`config.mk`:
```
export PLATFORM = sky130hd
export DESIGN_NAME = fp32_to_fp16
export DESIGN_NICKNAME = d
export VERILOG_FILES = /design/src/common/fp_convert_pkg.sv /design/src/fp_convert/fp32_to_fp16.sv /design/src/fp_convert/fp_class_decode.sv /design/src/fp_convert/fp_mant_round.sv /design/src/fp_convert/fp_result_pack.sv
export SDC_FILE = /design/constraint.sdc
export NUM_CORES = 1
export LEC_CHECK = 0
export BUFFER_PORTS_ARGS = -buffer_cell sky130_fd_sc_hd__buf_2
export CAP_MARGIN = 40
export CORE_MARGIN = 3
export CORE_UTILIZATION = 53
export DETAILED_ROUTE_END_ITERATION = 12
export GPL_TIMING_DRIVEN = 0
export PLACE_DENSITY_LB_ADDON = 0.08
export SETUP_SLACK_MARGIN = 0.02
export SYNTH_ARGS = -nofsm -noshare
export SYNTH_HDL_FRONTEND = slang
export SYNTH_SLANG_ARGS = --single-unit
```
`constraint.sdc`:
```
create_clock -name i_aclk -period 2.6 [get_ports i_aclk]
set_clock_uncertainty 0.2 [all_clocks]
set_input_delay 0.39 -clock i_aclk [delete_from_list [all_inputs] [get_ports i_aclk]]
set_output_delay 0.39 -clock i_aclk [all_outputs]
set_load 0.02 [all_outputs]
```
`src/common/fp_convert_pkg.sv`:
```
package fp_convert_pkg;

    ////////////////////////////////////////
    // format widths and biases
    ////////////////////////////////////////
    localparam int IN_EXP_W   = 8;                        // fp32 exponent
    localparam int IN_FRAC_W  = 23;                       // fp32 fraction, no hidden one
    localparam int OUT_EXP_W  = 5;                        // fp16 exponent
    localparam int OUT_FRAC_W = 10;                       // fp16 fraction, no hidden one
    localparam int IN_BIAS    = 127;
    localparam int OUT_BIAS   = 15;
    localparam int DROP_W     = IN_FRAC_W - OUT_FRAC_W;   // bits lost by rounding

    localparam logic [OUT_FRAC_W-1:0] QNAN_FRAC = {1'b1, {(OUT_FRAC_W-1){1'b0}}};

    ////////////////////////////////////////
    // word formats
    ////////////////////////////////////////
    typedef struct packed {
        logic                 sign;
        logic [IN_EXP_W-1:0]  exp;
        logic [IN_FRAC_W-1:0] frac;
    } fp32_t;

    typedef struct packed {
        logic                  sign;
        logic [OUT_EXP_W-1:0]  exp;
        logic [OUT_FRAC_W-1:0] frac;
    } fp16_t;

    ////////////////////////////////////////
    // stage-1 bundles
    ////////////////////////////////////////
    typedef struct packed {
        logic zero;
        logic denorm;
        logic inf;
        logic nan;
    } fp_class_t;

    typedef struct packed {
        logic                valid;
        logic                sign;                        // already cleared for nan
        logic [IN_EXP_W-1:0] exp;                         // biased input exponent
        fp_class_t           cls;
    } class_bundle_t;

    typedef struct packed {
        logic [OUT_FRAC_W-1:0] mant;                      // rounded fraction
        logic                  carry;                     // rounding overflowed the fraction
    } round_bundle_t;

endpackage

```
`src/fp_convert/fp32_to_fp16.sv`:
```
module fp32_to_fp16 (
    input  logic                  i_aclk,
    input  logic                  i_areset_n,
    input  logic                  i_aclken,
    input  logic                  i_valid,
    input  fp_convert_pkg::fp32_t i_data,
    output logic                  o_valid,
    output fp_convert_pkg::fp16_t o_data,
    output logic                  o_overflow,
    output logic                  o_underflow
);

    fp_convert_pkg::class_bundle_t s1_class;
    fp_convert_pkg::round_bundle_t s1_round;

    ////////////////////////////////////////
    // stage 1, both blocks see the same word
    ////////////////////////////////////////
    fp_class_decode u_class_decode (
        .i_aclk     (i_aclk),
        .i_areset_n (i_areset_n),
        .i_aclken   (i_aclken),
        .i_valid    (i_valid),
        .i_data     (i_data),
        .o_class    (s1_class)
    );

    fp_mant_round u_mant_round (
        .i_aclk     (i_aclk),
        .i_areset_n (i_areset_n),
        .i_aclken   (i_aclken),
        .i_valid    (i_valid),
        .i_frac     (i_data.frac),
        .o_round    (s1_round)
    );

    ////////////////////////////////////////
    // stage 2
    ////////////////////////////////////////
    fp_result_pack u_result_pack (
        .i_aclk      (i_aclk),
        .i_areset_n  (i_areset_n),
        .i_aclken    (i_aclken),
        .i_class     (s1_class),
        .i_round     (s1_round),
        .o_valid     (o_valid),
        .o_data      (o_data),
        .o_overflow  (o_overflow),
        .o_underflow (o_underflow)
    );

endmodule

```
`src/fp_convert/fp_class_decode.sv`:
```
module fp_class_decode (
    input  logic                          i_aclk,
    input  logic                          i_areset_n,
    input  logic                          i_aclken,
    input  logic                          i_valid,
    input  fp_convert_pkg::fp32_t         i_data,
    output fp_convert_pkg::class_bundle_t o_class
);

    logic                      exp_zero;
    logic                      exp_ones;
    logic                      frac_zero;
    fp_convert_pkg::fp_class_t cls_d;

    ////////////////////////////////////////
    // decode
    ////////////////////////////////////////
    always_comb begin
        exp_zero  = (i_data.exp == '0);
        exp_ones  = (i_data.exp == '1);
        frac_zero = (i_data.frac == '0);

        cls_d.zero   = exp_zero & frac_zero;
        cls_d.denorm = exp_zero & ~frac_zero;
        cls_d.inf    = exp_ones & frac_zero;
        cls_d.nan    = exp_ones & ~frac_zero;
    end

    ////////////////////////////////////////
    // stage-1 register
    ////////////////////////////////////////
    always_ff @(posedge i_aclk or negedge i_areset_n) begin
        if (!i_areset_n) begin
            o_class <= '0;
        end else if (i_aclken) begin
            o_class.valid <= i_valid;                     // valid moves every enabled edge
            if (i_valid) begin
                o_class.sign <= i_data.sign & ~cls_d.nan; // nan comes out positive
                o_class.exp  <= i_data.exp;
                o_class.cls  <= cls_d;
            end
        end
    end

    // the class flags feed a priority mux downstream, two at once would be ambiguous
    a_class_onehot : assert property (
        @(posedge i_aclk) disable iff (!i_areset_n)
        $onehot0(o_class.cls)
    ) else $error("fp_class_decode: more than one class flag set");

endmodule

```
`src/fp_convert/fp_mant_round.sv`:
```
module fp_mant_round (
    input  logic                                 i_aclk,
    input  logic                                 i_areset_n,
    input  logic                                 i_aclken,
    input  logic                                 i_valid,
    input  logic [fp_convert_pkg::IN_FRAC_W-1:0] i_frac,
    output fp_convert_pkg::round_bundle_t        o_round
);

    logic [fp_convert_pkg::OUT_FRAC_W-1:0] kept;
    logic                                  guard;
    logic                                  sticky;
    logic                                  lsb;
    logic                                  round_up;
    logic [fp_convert_pkg::OUT_FRAC_W:0]   sum;

    ////////////////////////////////////////
    // round to nearest, ties to even
    ////////////////////////////////////////
    always_comb begin
        kept   = i_frac[fp_convert_pkg::IN_FRAC_W-1 -: fp_convert_pkg::OUT_FRAC_W];
        guard  = i_frac[fp_convert_pkg::DROP_W-1];          // first dropped bit
        sticky = |i_frac[fp_convert_pkg::DROP_W-2:0];       // anything below guard
        lsb    = i_frac[fp_convert_pkg::DROP_W];            // kept lsb for the tie case

        round_up = guard & (sticky | lsb);
        sum      = {1'b0, kept} + {{fp_convert_pkg::OUT_FRAC_W{1'b0}}, round_up};
    end

    ////////////////////////////////////////
    // stage-1 register
    ////////////////////////////////////////
    always_ff @(posedge i_aclk or negedge i_areset_n) begin
        if (!i_areset_n) begin
            o_round <= '0;
        end else if (i_aclken) begin
            if (i_valid) begin
                o_round.mant  <= sum[fp_convert_pkg::OUT_FRAC_W-1:0];
                o_round.carry <= sum[fp_convert_pkg::OUT_FRAC_W];    // all ones rolled over
            end
        end
    end

endmodule

```
`src/fp_convert/fp_result_pack.sv`:
```
module fp_result_pack (
    input  logic                          i_aclk,
    input  logic                          i_areset_n,
    input  logic                          i_aclken,
    input  fp_convert_pkg::class_bundle_t i_class,
    input  fp_convert_pkg::round_bundle_t i_round,
    output logic                          o_valid,
    output fp_convert_pkg::fp16_t         o_data,
    output logic                          o_overflow,
    output logic                          o_underflow
);

    logic [fp_convert_pkg::IN_EXP_W:0]    exp_sum;
    logic [fp_convert_pkg::OUT_EXP_W-1:0] exp_reb;
    logic                                 is_normal;
    logic                                 under_range;
    logic                                 over_range;
    logic                                 uflow;
    logic                                 oflow;
    fp_convert_pkg::fp16_t                result;

    ////////////////////////////////////////
    // exponent rebias and range
    ////////////////////////////////////////
    always_comb begin
        // input exponent plus the mantissa carry, one bit wider
        exp_sum = {1'b0, i_class.exp}
                + {{fp_convert_pkg::IN_EXP_W{1'b0}}, i_round.carry};

        // exp - 127 + 15, only the low bits survive for in-range values
        exp_reb = (fp_convert_pkg::OUT_EXP_W)'(exp_sum
                - (fp_convert_pkg::IN_BIAS - fp_convert_pkg::OUT_BIAS));

        under_range = (i_class.exp <= (fp_convert_pkg::IN_BIAS - fp_convert_pkg::OUT_BIAS));
        over_range  = (exp_sum >= (fp_convert_pkg::IN_BIAS - fp_convert_pkg::OUT_BIAS
                                  + (2 ** fp_convert_pkg::OUT_EXP_W) - 1));

        is_normal = ~|i_class.cls;
        uflow     = i_class.cls.denorm | (is_normal & under_range);  // no fp16 denormals
        oflow     = is_normal & over_range;
    end

    ////////////////////////////////////////
    // result select
    ////////////////////////////////////////
    always_comb begin
        result      = '0;
        result.sign = i_class.sign;                       // zero for nan already
        if (i_class.cls.zero || uflow) begin
            result.exp  = '0;
            result.frac = '0;
        end else if (i_class.cls.inf || oflow) begin
            result.exp  = '1;
            result.frac = '0;
        end else if (i_class.cls.nan) begin
            result.exp  = '1;
            result.frac = fp_convert_pkg::QNAN_FRAC;      // gives 16'h7e00
        end else begin
            result.exp  = exp_reb;
            result.frac = i_round.mant;
        end
    end

    ////////////////////////////////////////
    // stage-2 register
    ////////////////////////////////////////
    always_ff @(posedge i_aclk or negedge i_areset_n) begin
        if (!i_areset_n) begin
            o_valid     <= 1'b0;
            o_data      <= '0;
            o_overflow  <= 1'b0;
            o_underflow <= 1'b0;
        end else if (i_aclken) begin
            o_valid <= i_class.valid;
            if (i_class.valid) begin                      // hold last result otherwise
                o_data      <= result;
                o_overflow  <= oflow;
                o_underflow <= uflow;
            end
        end
    end

    // range flags come from separate decode paths, they must stay exclusive
    a_flags_exclusive : assert property (
        @(posedge i_aclk) disable iff (!i_areset_n)
        !(o_overflow && o_underflow)
    ) else $error("fp_result_pack: overflow and underflow both set");

endmodule

```
* Word-level counts from Yosys, hierarchy flattened
Index checks and enable logic that the tools add are counted.
W data, S select, Z words.
** Storage, ports and cells
- Register bits after elaboration :: 44
- Input bits :: 36
- Output and inout port bits :: 19
- Word-level logic and storage cells :: 45
** Operators by class
- Add/sub/neg operators :: 3
- Order comparisons :: 2
- Equal/unequal tests :: 1
- Multiplexer cells :: 3
- Bitwise gates (word level) :: 12
- Reduce and logical (&&, ||, !) cells :: 9
** Operator list (number)
- $mux W15 :: 3
- $logic_not A23 Y1 :: 1
- $reduce_or A12 Y1 :: 1
- $add A10 B1 Y11 :: 1
- $add A8 B1 Y9 :: 1
- $ge A9 B8 Y1 const B :: 1
- $and A1 B1 Y1 :: 8
- $eq A8 B8 Y1 const B :: 1
- $le A8 B7 Y1 const B :: 1
- $logic_not A8 Y1 :: 1
- $sub A5 B5 Y5 const B :: 1
- $reduce_and A2 Y1 :: 2
- $reduce_or A4 Y1 :: 1
- $logic_or A1 B1 Y1 :: 2
- $not A1 Y1 :: 2
- $or A1 B1 Y1 :: 2
- $logic_not A1 Y1 :: 1

* Logic depth before layout (Yosys ltp)
- Depth after elaboration :: 6
- Gate-level depth with buffers :: 9
- Mapped depth without buffers :: 7

* Modules after synthesis
A second synthesis with hierarchy kept.
** Unflattened totals
- Cell total of the unflattened synthesis :: 237
- Area, all modules :: 2367.3 µm²
** Modules (own cells, without submodules)
- fp_result_pack :: times used 1, cells an instance 118, area an instance 1132.3 µm²
- fp_class_decode :: times used 1, cells an instance 52, area an instance 620.6 µm²
- fp_mant_round :: times used 1, cells an instance 67, area an instance 614.3 µm²

* Worst setup path before layout
No wires, ideal clock.
- Path kind :: register -> register
- Start :: reg u_class_decode.o_class[4] (netlist bit)
- End :: reg u_result_pack.o_data[6] (netlist name)
- Data arrival time :: 1.994 ns
- Data required time :: 2.278 ns
- Setup slack :: 0.284 ns
- Cell stages (with the launch flop) :: 10
- Path buffers :: 2
- Clock period less this slack :: 2.316 ns
- Cells stage by stage :: dfrtp_1 > ha_1 > ha_1 > and3_1 > buf_2 > and3_1 > o22ai_1 > o21ai_2 > buf_6 > a32o_1
** Between the ends
- Word-level cells in the longest chain between the ends :: 6
- Elaborated cells between the ends (all ways) :: 10
- Those cells by class :: add/sub (1); order compare (2); mux (2); bitwise (3); reduce/logical (2)
** Ends and longest elaborated chain
- from (decl) :: RTL line fp_class_decode.sv:7 : output fp_convert_pkg::class_bundle_t o_class
- $add A8 B1 Y9 :: RTL line fp_result_pack.sv:28 : + {{fp_convert_pkg::IN_EXP_W{1'b0}}, i_round.carry};
- $ge A9 B8 Y1 :: RTL line fp_result_pack.sv:35 : over_range = (exp_sum >= (fp_convert_pkg::IN_BIAS - fp_convert_pkg::OUT_BIAS
- $and A1 B1 Y1 :: RTL line fp_result_pack.sv:40 : oflow = is_normal & over_range;
- $logic_or A1 B1 Y1 :: RTL line fp_result_pack.sv:52 : end else if (i_class.cls.inf || oflow) begin
- $mux W15 :: RTL line fp_result_pack.sv:52
- $mux W15 (*) :: RTL line fp_result_pack.sv:49 : if (i_class.cls.zero || uflow) begin
Mark *: on every way between the ends. The rest lies on a longest branch, timed or not.
A chain may end at the register's enable or synchronous reset.

* Worst setup path after layout
- Start :: reg u_class_decode.o_class[4] (netlist bit)
- End :: reg u_result_pack.o_data[8] (netlist name)
** Between the ends
- Word-level cells in the longest chain between the ends :: 6
- Elaborated cells between the ends (all ways) :: 10
- Those cells by class :: add/sub (1); order compare (2); mux (2); bitwise (3); reduce/logical (2)
** Ends and longest elaborated chain (RTL line)
- $add A8 B1 Y9 :: fp_result_pack.sv:28
- $ge A9 B8 Y1 :: fp_result_pack.sv:35
- $and A1 B1 Y1 :: fp_result_pack.sv:40
- $logic_or A1 B1 Y1 :: fp_result_pack.sv:52
- $mux W15 :: fp_result_pack.sv:52
- $mux W15 (*) :: fp_result_pack.sv:49
Marked as above.

==> impl_metrics.csv <==
group,metric,value,unit
clock_network,clk_latency,300,ps
synthesis,ys_ff_latch,44,
cells_and_area,n_fill_cell,307,
global_routing,overflow,0,
run_status,status,"finished clean",
synthesis,syn_avg_cell_area,10.5,sq um
cells_and_area,stdcell_count,322,
placement,io_buffers,53,
timing,fin_crit_sh,0.935,
clock_network,cts_tree,"done",
detailed_routing,dr_total_vias,1862,
synthesis,ys.warnings.count,0,
placement,gp_congestion,0.770,
cells_and_area,fin_nets,313,
synthesis,synth_edf_count,0,
floorplan,io_pins,55,
global_routing,grt_pass1_wl,8410,microns
floorplan,core,0.00383,sq mm
clock_network,clkTransAtPathRegs,80,ps
timing,maxSlewHeadroom,0.622,
pwr,power_density,684,mW/mm^2
worst_setup_path,crit_required,2590,ps
cells_and_area,utilization,0.705,
synthesis,synth.top_cell.area_share,0.500,
floorplan,num_rows,22,
timing,rsz0062_at_grt,"no",
synthesis,synthesis.nets,250,
worst_setup_path,startpoint,"u_class_decode.o_class[4]$_DFFE_PN0P_",
cells_and_area,antenna_cells,0,
min_path,min_path_type,"input pin to register",
timing,hold_viol,0,
detailed_routing,drc,0,
timing,fmax,411,MHz
synthesis,synthTopCellsByCount,"dfrtp_1, nand2_1, o21ai_0, nor2_1",
timing,finalSetupTns,0,ps
timing,hold_ws,151,ps
worst_setup_path,cp-start-kind,"register",
timing,final-max-slew-violation-count,0,
worst_setup_path,crit_type,"register to register",
synthesis,ys_types,41,
worst_setup_path,cp_max_fo,10,
cells_and_area,layout-drive-gt1-share,0.318,
pwr,leakagePower,1.26,nW
floorplan,initial_core_util,0.576,
worst_setup_path,cp.arrival,2420,ps
synthesis,seq_area_frac_synth,0.500,
placement,dpl-instance-area,0.00255,sq mm
clock_network,cts_max_level,2,
timing,setup_viol,0,
synthesis,yosys.area.top_type,"dfrtp_1",
floorplan,die_x,70.5,microns
timing,worstMarginPinSlew,565,ps
flow_run,maxCapViolCount,0,
worst_setup_path,r2r_start,"u_class_decode.o_class[4]$_DFFE_PN0P_",
timing,min_period,2430,ps
worst_setup_path,r2r_end,"u_result_pack.o_data[8]$_DFFE_PN0P_",
global_routing,grt_start_max_net_pins,27,
placement,post-place-ws,95.0,ps
clock_network,clockRootBuffer,"clkbuf_8",
worst_setup_path,rr_worst_depth,9,
timing,setup_ws,169,ps
global_routing,grt_pass1_vias,1732,
detailed_routing,wire_per_inst,15.3,microns
synthesis,async_reset_ff_frac,1.00,
placement,dp.cells,313,
detailed_routing,via_per_inst,5.78,
pwr,power,1.84,mW
synthesis,netlist_instances,210,
cells_and_area,fin_area,0.00270,sq mm
detailed_routing,dr.first_iter.drc_count,118,
pwr,ir_drop,0.000505,V
detailed_routing,dr.pass1.iters,4,
clock_network,cts_max_path_buffers,2,
clock_network,cts.sinks,44,
synthesis,synthFlopType,"dfrtp_1",
clock_network,numCtsBuffers,5,
global_routing,antenna_found_initial,0,
detailed_routing,ant_nets,0,
cells_and_area,areaGrowthSynthToFinish,22.4,%
placement,hpwlAfterDp,3820,microns
synthesis,synth.most_common_cell,"dfrtp_1",
worst_setup_path,crit_end,"u_result_pack.o_data[8]$_DFFE_PN0P_",
detailed_routing,wirelength,4920,microns
synthesis,netlist_area,0.00220,sq mm
worst_setup_path,reg2reg_slack,170,ps
synthesis,yosys-top-cells-area,"dfrtp_1, mux2_2, a32o_1",
floorplan,dieArea,0.00497,sq mm
floorplan,die_h,70.5,microns
worst_setup_path,endpoint_kind,"register",
global_routing,gr-usage-all-layers,0.212,
## layout make-up
type	count	area, sq um	share of cell area
Multi-Input combinational cell	151	1040	0.387
Clock buffer	6	82.6	0.0306
Timing Repair Buffer	56	300	0.111
Sequential cell	44	1100	0.408
Tap cell	48	60.1	0.0223
Buffer	11	55.1	0.0204
Inverter	4	15.0	0.00557
Clock inverter	2	38.8	0.0144
## metal layers
| layer | GRT usage | vias up | share of wire |
|---|---|---|---|
| li1 | - | 915 | - |
| met1 | 0.310 | 873 | 0.48 |
| met2 | 0.319 | 67 | 0.45 |
| met3 | 0.0504 | 7 | 0.062 |
| met4 | 0.0447 | 0 | 0.0079 |
| met5 | 0 | - | 0 |
## layout by cell type, fill, tap and decap left out, drive strengths merged, types with 2 or more instances in the layout
master / count
a21oi: 4
a22o: 2
a311oi: 2
a31oi: 2
a32o: 10
a41oi: 2
and2: 5
and3: 5
and4: 2
buf: 59
clkbuf: 13
dfrtp: 44
ha: 4
inv: 4
mux2: 10
nand2: 20
nand3: 9
nand4: 4
nor2: 12
nor2b: 2
nor3: 6
nor4: 8
o21ai: 16
o22ai: 4
or4: 4
xnor2: 7
xor2: 4
## state kept, by name (all words and copies together) (netlist names)
register                   flops
u_result_pack.o_underflow      1
u_result_pack.o_valid          1
u_result_pack.o_data          16
u_class_decode.o_class        14
u_mant_round.o_round          11
u_result_pack.o_overflow       1
## critical path, stage by stage, from the launching register on
cell	delay, ps
dfrtp_1	410
ha_1	210
ha_1	220
and3_1	180
buf_2	140
xnor2_1	140
a31oi_2	290
o21ai_2	130
buf_6	160
a32o_1	240
## report_power, final
group	internal (mW)	leakage, nW	switching [mW]
logic	0.184	0.635	0.253
clock network	0.314	0.0614	0.241
registers	0.783	0.561	0.0688
## worst min-delay path by stage
stage                                                    start                               endpoint  slack, ps  cells after the start
after floorplan                                     i_areset_n  u_class_decode.o_class[0]$_DFFE_PN0P_       -110                      0
after global placement    u_result_pack.o_data[14]$_DFFE_PN0P_   u_result_pack.o_data[14]$_DFFE_PN0P_        260                      2
after detailed placement                            i_areset_n   u_result_pack.o_data[12]$_DFFE_PN0P_        170                      1
after CTS                                           i_data[27]  u_class_decode.o_class[8]$_DFFE_PN0P_        140                      2
after global routing                                i_data[27]  u_class_decode.o_class[8]$_DFFE_PN0P_        150                      2
final                                                 i_aclken      u_result_pack.o_valid$_DFFE_PN0P_        150                      2
## cell families (layout without fill, tap and decap cells)
family          count (synthesis)  after routing  synth area share
mux                            11             11            0.0557
buf+inv                        15             79            0.0318
fa+ha+maj                       4              4            0.0227
simple gates                   79             79             0.193
xor+xnor                       11             11            0.0437
flops                          44             44             0.500
compound gates                 46             46             0.153
## repair_timing
| action | in CTS | in global routing |
|---|---|---|
| setup buffers | 0 | 0 |
| setup endpoints to repair | 0 | 10 |
| hold buffers | 1 | 0 |
| endpoints found under the hold margin | 18 | 0 |
| gates resized for setup | 0 | 2 |
(Power assumes the default switching activity.)
